### src/rtl/alu_pkg.sv
package alu_pkg;

  localparam int REG_W   = 64;
  localparam int IMM_W   = 32;
  localparam int SHIFT_W = 6;

  typedef logic [REG_W-1:0] reg_t;
  typedef logic [IMM_W-1:0] imm_t;
  typedef logic [REG_W-1:0] flags_t;

  // Bit positions in the flags word follow the x86 EFLAGS layout.
  localparam int FLAG_CF = 0;
  localparam int FLAG_PF = 2;
  localparam int FLAG_AF = 4;
  localparam int FLAG_ZF = 6;
  localparam int FLAG_SF = 7;
  localparam int FLAG_OF = 11;

  // Codes 21 to 31 are undefined.
  typedef enum logic [4:0] {
    ADD, ADDI, SUB, SUBI, ADC, ADCI, SBB, SBBI,
    AND, ANDI, OR, ORI, XOR, XORI,
    SLLI,
    MOV, MOVI,
    CMP, CMPI, TEST, TESTI
  } opcode_e;

  typedef enum logic [1:0] {
    W8, W16, W32, W64
  } width_e;

  typedef enum logic [2:0] {
    CLS_ARITH, CLS_AND, CLS_OR, CLS_XOR, CLS_SHL, CLS_MOV, CLS_NONE
  } op_class_e;

  function automatic int unsigned width_bits(width_e w);
    case (w)
      W8:      return 8;
      W16:     return 16;
      W32:     return 32;
      default: return REG_W;
    endcase
  endfunction

  function automatic reg_t width_mask(width_e w);
    case (w)
      W8:      return 64'h0000_0000_0000_00ff;
      W16:     return 64'h0000_0000_0000_ffff;
      W32:     return 64'h0000_0000_ffff_ffff;
      default: return '1;
    endcase
  endfunction

endpackage

### src/rtl/alu_adder.sv
module alu_adder (
  input  alu_pkg::reg_t   a,
  input  alu_pkg::reg_t   b,
  input  logic            carry_in,
  input  alu_pkg::width_e width,
  output alu_pkg::reg_t   sum,
  output logic            carry_out,
  output logic            overflow
);
  import alu_pkg::*;

  logic [REG_W:0] full_sum;
  logic [REG_W:0] carries;
  int unsigned    msb;

  assign full_sum = {1'b0, a} + {1'b0, b} + {{REG_W{1'b0}}, carry_in};

  // Bit i of carries is the carry into bit i of the full-width sum.
  assign carries = full_sum ^ {1'b0, a} ^ {1'b0, b};

  assign msb = width_bits(width) - 1;

  assign carry_out = carries[msb+1];

  // Signed overflow when the carry into the sign bit differs from the carry out of it.
  assign overflow = carries[msb+1] ^ carries[msb];

  assign sum = full_sum[REG_W-1:0] & width_mask(width);

endmodule

### src/rtl/alu_decode.sv
module alu_decode (
  input  logic                clk,
  input  logic                rst_n,
  input  logic                in_valid,
  output logic                in_ready,
  input  alu_pkg::opcode_e    opcode,
  input  alu_pkg::reg_t       s,
  input  alu_pkg::reg_t       t,
  input  alu_pkg::imm_t       imm,
  input  alu_pkg::width_e     width,
  input  alu_pkg::flags_t     flags_in,
  input  logic                s1_ready,
  output logic                s1_valid,
  output alu_pkg::op_class_e  op_class,
  output alu_pkg::reg_t       a,
  output alu_pkg::reg_t       b,
  output logic                carry_in,
  output logic                invert_carry,
  output logic                write_en_d,
  output alu_pkg::width_e     width_d,
  output alu_pkg::flags_t     flags_d
);
  import alu_pkg::*;

  op_class_e cls;
  reg_t      b_src;
  logic      is_imm;
  logic      is_sub;
  logic      cin;
  logic      wen;
  logic      cf;

  assign cf       = flags_in[FLAG_CF];
  assign in_ready = !s1_valid || s1_ready;

  // ========================================
  // Decode
  // ========================================
  always_comb begin
    case (opcode)
      ADD, ADDI, ADC, ADCI, SUB, SUBI, SBB, SBBI, CMP, CMPI: cls = CLS_ARITH;
      AND, ANDI, TEST, TESTI: cls = CLS_AND;
      OR, ORI:                cls = CLS_OR;
      XOR, XORI:              cls = CLS_XOR;
      SLLI:                   cls = CLS_SHL;
      MOV, MOVI:              cls = CLS_MOV;
      default:                cls = CLS_NONE;
    endcase
  end

  assign is_imm = opcode inside {ADDI, SUBI, ADCI, SBBI, ANDI, ORI, XORI,
                                 SLLI, MOVI, CMPI, TESTI};
  assign is_sub = opcode inside {SUB, SUBI, SBB, SBBI, CMP, CMPI};
  assign wen    = (cls != CLS_NONE) && !(opcode inside {CMP, CMPI, TEST, TESTI});

  // Subtraction is a + ~b + 1, so a borrow-in of CF becomes a carry-in of ~CF.
  always_comb begin
    case (opcode)
      SUB, SUBI, CMP, CMPI: cin = 1'b1;
      SBB, SBBI:            cin = ~cf;
      ADC, ADCI:            cin = cf;
      default:              cin = 1'b0;
    endcase
  end

  assign b_src = is_imm ? {{(REG_W-IMM_W){imm[IMM_W-1]}}, imm} : t;

  // ========================================
  // Stage 1 register
  // ========================================
  always_ff @(posedge clk) begin
    if (!rst_n) begin
      s1_valid <= 1'b0;
    end else if (in_ready) begin
      s1_valid <= in_valid;
    end
  end

  always_ff @(posedge clk) begin
    if (in_valid && in_ready) begin
      op_class     <= cls;
      a            <= s;
      b            <= is_sub ? ~b_src : b_src;
      carry_in     <= cin;
      invert_carry <= is_sub;
      write_en_d   <= wen;
      width_d      <= width;
      flags_d      <= flags_in;
    end
  end

endmodule

### src/rtl/alu_logic.sv
module alu_logic (
  input  alu_pkg::op_class_e op_class,
  input  alu_pkg::reg_t      a,
  input  alu_pkg::reg_t      b,
  input  alu_pkg::width_e    width,
  output alu_pkg::reg_t      logic_result
);
  import alu_pkg::*;

  reg_t raw;

  always_comb begin
    case (op_class)
      CLS_AND: raw = a & b;
      CLS_OR:  raw = a | b;
      CLS_XOR: raw = a ^ b;
      CLS_SHL: raw = a << b[SHIFT_W-1:0];
      CLS_MOV: raw = b;
      default: raw = '0;
    endcase
  end

  // Bits shifted past the operand width are dropped here.
  assign logic_result = raw & width_mask(width);

endmodule

### src/rtl/alu_result_stage.sv
module alu_result_stage (
  input  logic                clk,
  input  logic                rst_n,
  input  logic                s1_valid,
  output logic                s1_ready,
  input  alu_pkg::op_class_e  op_class,
  input  alu_pkg::reg_t       sum,
  input  logic                carry_out,
  input  logic                overflow,
  input  logic                invert_carry,
  input  alu_pkg::reg_t       logic_result,
  input  logic                write_en_d,
  input  alu_pkg::width_e     width_d,
  input  alu_pkg::flags_t     flags_d,
  output logic                out_valid,
  input  logic                out_ready,
  output alu_pkg::reg_t       result,
  output logic                write_en,
  output alu_pkg::flags_t     flags_out
);
  import alu_pkg::*;

  reg_t   res;
  logic   sign;
  logic   zero;
  logic   parity;
  flags_t flags_next;

  assign s1_ready = !out_valid || out_ready;

  // ========================================
  // Result and flags
  // ========================================
  assign res    = (op_class == CLS_ARITH) ? sum : logic_result;
  assign sign   = res[width_bits(width_d)-1];
  assign zero   = (res == '0);
  assign parity = ~^res;

  always_comb begin
    flags_next = flags_d;
    case (op_class)
      CLS_ARITH: begin
        flags_next[FLAG_OF] = overflow;
        flags_next[FLAG_CF] = carry_out ^ invert_carry;
        flags_next[FLAG_SF] = sign;
        flags_next[FLAG_ZF] = zero;
        flags_next[FLAG_PF] = parity;
        flags_next[FLAG_AF] = 1'b0;
      end
      CLS_AND, CLS_OR, CLS_XOR, CLS_SHL: begin
        flags_next[FLAG_OF] = 1'b0;
        flags_next[FLAG_CF] = 1'b0;
        flags_next[FLAG_SF] = sign;
        flags_next[FLAG_ZF] = zero;
        flags_next[FLAG_PF] = parity;
        flags_next[FLAG_AF] = 1'b0;
      end
      default: begin
        // MOV and undefined opcodes keep the incoming flags.
        flags_next = flags_d;
      end
    endcase
  end

  // ========================================
  // Output register
  // ========================================
  always_ff @(posedge clk) begin
    if (!rst_n) begin
      out_valid <= 1'b0;
    end else if (s1_ready) begin
      out_valid <= s1_valid;
    end
  end

  always_ff @(posedge clk) begin
    if (s1_valid && s1_ready) begin
      result    <= write_en_d ? res : '0;
      write_en  <= write_en_d;
      flags_out <= flags_next;
    end
  end

endmodule

### src/rtl/alu_top.sv
module alu_top (
  input  logic               clk,
  input  logic               rst_n,
  input  logic               in_valid,
  output logic               in_ready,
  input  alu_pkg::opcode_e   opcode,
  input  alu_pkg::reg_t      s,
  input  alu_pkg::reg_t      t,
  input  alu_pkg::imm_t      imm,
  input  alu_pkg::width_e    width,
  input  alu_pkg::flags_t    flags_in,
  output logic               out_valid,
  input  logic               out_ready,
  output alu_pkg::reg_t      result,
  output logic               write_en,
  output alu_pkg::flags_t    flags_out
);
  import alu_pkg::*;

  logic      s1_valid;
  logic      s1_ready;
  op_class_e op_class;
  reg_t      a;
  reg_t      b;
  logic      carry_in;
  logic      invert_carry;
  logic      write_en_d;
  width_e    width_d;
  flags_t    flags_d;
  reg_t      sum;
  logic      carry_out;
  logic      overflow;
  reg_t      logic_result;

  alu_decode u_decode (
    .clk          (clk),
    .rst_n        (rst_n),
    .in_valid     (in_valid),
    .in_ready     (in_ready),
    .opcode       (opcode),
    .s            (s),
    .t            (t),
    .imm          (imm),
    .width        (width),
    .flags_in     (flags_in),
    .s1_ready     (s1_ready),
    .s1_valid     (s1_valid),
    .op_class     (op_class),
    .a            (a),
    .b            (b),
    .carry_in     (carry_in),
    .invert_carry (invert_carry),
    .write_en_d   (write_en_d),
    .width_d      (width_d),
    .flags_d      (flags_d)
  );

  alu_adder u_adder (
    .a         (a),
    .b         (b),
    .carry_in  (carry_in),
    .width     (width_d),
    .sum       (sum),
    .carry_out (carry_out),
    .overflow  (overflow)
  );

  alu_logic u_logic (
    .op_class     (op_class),
    .a            (a),
    .b            (b),
    .width        (width_d),
    .logic_result (logic_result)
  );

  alu_result_stage u_result (
    .clk          (clk),
    .rst_n        (rst_n),
    .s1_valid     (s1_valid),
    .s1_ready     (s1_ready),
    .op_class     (op_class),
    .sum          (sum),
    .carry_out    (carry_out),
    .overflow     (overflow),
    .invert_carry (invert_carry),
    .logic_result (logic_result),
    .write_en_d   (write_en_d),
    .width_d      (width_d),
    .flags_d      (flags_d),
    .out_valid    (out_valid),
    .out_ready    (out_ready),
    .result       (result),
    .write_en     (write_en),
    .flags_out    (flags_out)
  );

endmodule

### config.mk
export PLATFORM = sky130hd
export DESIGN_NAME = alu_top
export DESIGN_NICKNAME = d
export VERILOG_FILES = /design/src/rtl/alu_pkg.sv /design/src/rtl/alu_adder.sv /design/src/rtl/alu_decode.sv /design/src/rtl/alu_logic.sv /design/src/rtl/alu_result_stage.sv /design/src/rtl/alu_top.sv
export SDC_FILE = /design/constraint.sdc
export NUM_CORES = 1
export LEC_CHECK = 0
export ABC_AREA = 1
export BUFFER_PORTS_ARGS = -buffer_cell sky130_fd_sc_hd__buf_2
export CAP_MARGIN = 5
export CORE_ASPECT_RATIO = 1.25
export CORE_MARGIN = 10
export CORE_UTILIZATION = 45
export DETAILED_ROUTE_END_ITERATION = 8
export PLACE_DENSITY = 0.69
export SKIP_CTS_REPAIR_TIMING = 1
export SLEW_MARGIN = 40
export SYNTH_ARGS = -nofsm -noshare
export SYNTH_HDL_FRONTEND = slang
export SYNTH_SLANG_ARGS = --single-unit
### constraint.sdc
create_clock -name clk -period 13.05 [get_ports clk]
set_clock_uncertainty 0.05 [all_clocks]
set_input_delay 1.9575 -clock clk [delete_from_list [all_inputs] [get_ports clk]]
set_output_delay 1.9575 -clock clk [all_outputs]
set_load 0.02 [all_outputs]
==> metrics.yaml <==
global_routing:
  grt_pass1_vias: 22500
  globalRoute.totalOverflow: 0
  antenna_violations_before_repair: 0
  grt_max_degree: 92
  global_route_wire_length_before_repair_mm: 136
  global_route.usage.total_pct: 27.3
synth:
  synth.area.top_cells: "sky130_fd_sc_hd__edfxtp_1, sky130_fd_sc_hd__nand2_1, sky130_fd_sc_hd__ha_1"
  yosys.cell_types.count: 54
  mappedNetlistNets: 3525
  synth_edf_count: 329
  postSynthRegisterBits: 331
  yosys_warnings: 0
  synth-seq-area-share_pct: 40.0
  post-synth-top-area-cell: "sky130_fd_sc_hd__edfxtp_1"
  ys_async_sr_fraction_pct: 0
  syn-cell-area_um2: 24800
  synth_top_area_share_pct: 39.8
  synth-main-ff-cell: "sky130_fd_sc_hd__edfxtp_1"
  syn-mean-instance-area_um2: 7.95
  syn_inst: 3121
sta:
  share_of_the_clock_period_used_by_the_worst_path_after_layout_pct: 43.8
  finalHoldViolations: 0
  finalCriticalPeriod_ns: 5.71
  grt_setup_unrepaired: "no"
  worst_hold_slack_ns: 0.365
  setup_tns_ns: 0
  worst_slew_margin_rel_pct: 42.7
  max_clock_freq_mhz: 175
  slew_worst_pin_ns: 0.856
  final-setup-viol-count: 0
  final_max_slew_viol_count: 0
  worst_slack_ns: 7.34
critical_path:
  critPathArrivalTime_ns: 5.94
  timing.critical_path.cells: "buf_4 > clkinv_2 > ha_1 > nand2_1 > inv_1 > a21oi_2 > inv_1 > nand2_1 > nand2_2 > a21oi_1 > o21bai_1 > nand3_1 > nand3_1 > nand3_1 > nand3_2 > ha_1 > xor2_1 > xnor2_1 > xnor2_1 > xnor2_1 > xnor2_1 > o21ai_0"
  cp_buf_inv_count: 4
  worst_r2r_startpoint: "u_decode.b[4]"
  path_max_fanout: 67
  cpLargestDelayFamily: "buffers and inverters"
  worstSetupStartpointType: "register"
  worstPathRequired_ns: 13.27
  critPathCaptureType: "register"
  timing.reg2reg.worst_path_depth: 22
  r2r_end: "u_result.flags_out[2]"
  timing.critical_path.mode_cell: "sky130_fd_sc_hd__xnor2_1"
  timing_worst_setup_path_type: "reg2reg"
  ff2ff_setup_slack_ns: 7.34
  critical-path-slowest-cell: "sky130_fd_sc_hd__clkinv_2"
  worst_path_largest_cell_delay_ns: 0.83
placement:
  detailedPlace.worstSlack_ns: 7.79
  detailed_place_hpwl_mm: 74.2
  gp_congestion: 1.07
  place.port_buffers: 365
  detailed_place.area_um2: 27200
cts:
  worst_setup_hold_path_clk_slew_ns: 0.06
  cts_num_sinks: 331
  cts_inserted_buffers: 34
  worst_skew_pair.late_latency_ns: 0.58
  ctsHtreeMaxLevel: 2
  clk_path_buf_depth: 3
  clock_tree.root_cell: "sky130_fd_sc_hd__clkbuf_16"
  tritoncts: "done"
routing:
  drt-total-wl_mm: 92.1
  route.met2.wl_mm: 41.5
  maxUsedRoutingLayer: "met4"
  remaining_drc_errors: 0
  wl_met1_mm: 38.2
  drtPass1Iterations: 7
  post_drt_via_cell_ratio: 5.59
  wl_per_instance_um: 22.1
  vias_after_detailed_routing: 23300
  ant_nets: 0
  initialDrtViolationCount: 2454
  dr_wl_met3_mm: 7.91
floorplan:
  die_h_um: 283
  chipWidth_um: 230
  core_um2: 54800
  start_util_pct: 45.3
  ioPinCount: 366
  rows: 96
  die_area_um2: 65000
cells_and_area:
  antenna-diode-count: 0
  finish.instance_area_um2: 28400
  area_growth_pct: 14.3
  num-nets-final: 3818
  drive_gt1_share_pct: 15.8
power:
  p_leak_nw: 13.0
  power.total_w: 0.00369
  max-vdd-ir-drop_uv: 103
  p_per_area_nw_per_um2: 130
hold_path:
  timing.hold.worst.start: "u_decode.flags_d[54]"
  hold_path_class: "reg2reg"
  hold_path_depth: 0
  holdPathEnd: "u_result.flags_out[54]"
status:
  run_status: "finished clean"
job:
  timing.max_cap.violations: 0
metrics by stage:
step | std cells | util, %
final | 4174 | 51.8
after floorplan | 3121 | -
after global placement | 4111 | 49.6
after CTS | 4173 | 51.7
after detailed placement | 4112 | 49.6
after global routing | 4174 | 51.8
sequential cells by signal, indices dropped and copies added, names as in the netlist:
register,count
u_decode.width_d,2
u_decode.write_en_d,1
u_decode.invert_carry,1
u_decode.b,64
u_decode.op_class,3
u_decode.a,64
u_result.flags_out,64
u_result.out_valid,1
u_result.write_en,1
u_decode.flags_d,64
u_result.result,64
u_decode.carry_in,1
u_decode.s1_valid,1
cell usage in the layout (no fill, tap or decap), drive strengths merged, types with 5 or more instances in the layout:
| cell | n |
|---|---|
| bufinv | 5 |
| o2111ai | 5 |
| a21oi | 131 |
| buf | 393 |
| xnor2 | 35 |
| nor3 | 11 |
| xor2 | 79 |
| nand3 | 210 |
| o21ai | 238 |
| nand3b | 6 |
| o211ai | 26 |
| inv | 354 |
| ha | 167 |
| o21a | 10 |
| o22ai | 60 |
| a21o | 6 |
| clkbuf | 36 |
| clkinv | 16 |
| a31oi | 17 |
| nand4 | 36 |
| nand2 | 853 |
| nor2 | 247 |
| nor4 | 8 |
| a221oi | 54 |
| or2 | 28 |
| o21bai | 21 |
| edfxtp | 329 |
| mux2i | 34 |
cell usage after synthesis, types with 8 or more instances:
master / number
sky130_fd_sc_hd__nand2_1: 838
sky130_fd_sc_hd__o21ai_0: 138
sky130_fd_sc_hd__a21oi_2: 8
sky130_fd_sc_hd__nand2_2: 15
sky130_fd_sc_hd__nor2_1: 234
sky130_fd_sc_hd__xor2_1: 79
sky130_fd_sc_hd__o211ai_1: 24
sky130_fd_sc_hd__nand3_2: 11
sky130_fd_sc_hd__clkbuf_1: 49
sky130_fd_sc_hd__inv_1: 347
sky130_fd_sc_hd__o21ai_2: 13
sky130_fd_sc_hd__or2_2: 11
sky130_fd_sc_hd__nor4_1: 8
sky130_fd_sc_hd__nand4_1: 36
sky130_fd_sc_hd__or2_1: 15
sky130_fd_sc_hd__edfxtp_1: 329
sky130_fd_sc_hd__o21ai_1: 87
sky130_fd_sc_hd__o21a_1: 10
sky130_fd_sc_hd__ha_1: 167
sky130_fd_sc_hd__xnor2_1: 35
sky130_fd_sc_hd__buf_2: 51
sky130_fd_sc_hd__o21bai_1: 19
sky130_fd_sc_hd__a21oi_1: 122
sky130_fd_sc_hd__nor2_2: 12
sky130_fd_sc_hd__buf_1: 21
sky130_fd_sc_hd__a221oi_1: 54
sky130_fd_sc_hd__nand3_1: 199
sky130_fd_sc_hd__buf_6: 10
sky130_fd_sc_hd__nor3_1: 8
sky130_fd_sc_hd__mux2i_1: 34
sky130_fd_sc_hd__o22ai_1: 60
sky130_fd_sc_hd__a31oi_1: 17
cell type report:
cell class	instances	area, µm²
fillers	5440	26400
multi-input cells	2301	13000
flip-flops and latches	331	9920
repair buffers	393	2070
inverters	353	1330
well taps	735	920
clock buffers	36	858
clock inverters	25	302
power breakdown:
group,internal [W],total [W],switching (W)
Combinational,0.000443,0.00137,0.000923
Sequential,0.00127,0.00132,0.0000461
Clock,0.000587,0.00101,0.000424
Total,0.00230,0.00369,0.00139
per-layer routing:
metal	up-vias	GRT usage, %
met2	1144	43.1
met3	194	4.55
met1	10800	36.0
met5	-	0
met4	0	13.2
li1	11100	-
worst max-delay path by stage:
| stage | start | to | slack [ns] | cells after the start |
|---|---|---|---|---|
| floorplan | out_ready | u_result.flags_out[0] | 4.14 | 2 |
| global placement | u_decode.b[4] | u_result.flags_out[2] | 7.84 | 22 |
| detailed placement | u_decode.b[4] | u_result.flags_out[2] | 7.79 | 23 |
| CTS | u_decode.b[4] | u_result.flags_out[2] | 7.77 | 23 |
| global route | u_decode.b[4] | u_result.flags_out[2] | 7.03 | 24 |
| finish | u_decode.b[4] | u_result.flags_out[2] | 7.34 | 22 |
worst register-to-register path: stages, from the launching register on:
cell	delay [ns]
sky130_fd_sc_hd__edfxtp_1	0.32
sky130_fd_sc_hd__buf_4	0.57
sky130_fd_sc_hd__clkinv_2	0.84
sky130_fd_sc_hd__ha_1	0.66
sky130_fd_sc_hd__nand2_1	0.15
sky130_fd_sc_hd__inv_1	0.07
sky130_fd_sc_hd__a21oi_2	0.24
sky130_fd_sc_hd__inv_1	0.07
sky130_fd_sc_hd__nand2_1	0.07
sky130_fd_sc_hd__nand2_2	0.09
sky130_fd_sc_hd__a21oi_1	0.28
sky130_fd_sc_hd__o21bai_1	0.22
sky130_fd_sc_hd__nand3_1	0.14
sky130_fd_sc_hd__nand3_1	0.07
sky130_fd_sc_hd__nand3_1	0.10
sky130_fd_sc_hd__nand3_2	0.09
sky130_fd_sc_hd__ha_1	0.32
sky130_fd_sc_hd__xor2_1	0.17
sky130_fd_sc_hd__xnor2_1	0.19
sky130_fd_sc_hd__xnor2_1	0.13
sky130_fd_sc_hd__xnor2_1	0.33
sky130_fd_sc_hd__xnor2_1	0.16
sky130_fd_sc_hd__o21ai_0	0.08
kinds of logic after synthesis:
logic type | count (synthesis) | share of synthesized area (%)
AO/OA/AOI/OAI | 583 | 14.3
buffers and inverters | 489 | 8.03
adder cells (fa/ha/maj) | 169 | 8.58
XOR/XNOR | 114 | 4.02
AND/OR/NAND/NOR | 1401 | 23.7
multiplexers | 34 | 1.37
flip-flops | 331 | 40.0
Note: power is estimated with default switching activity, not from simulation.
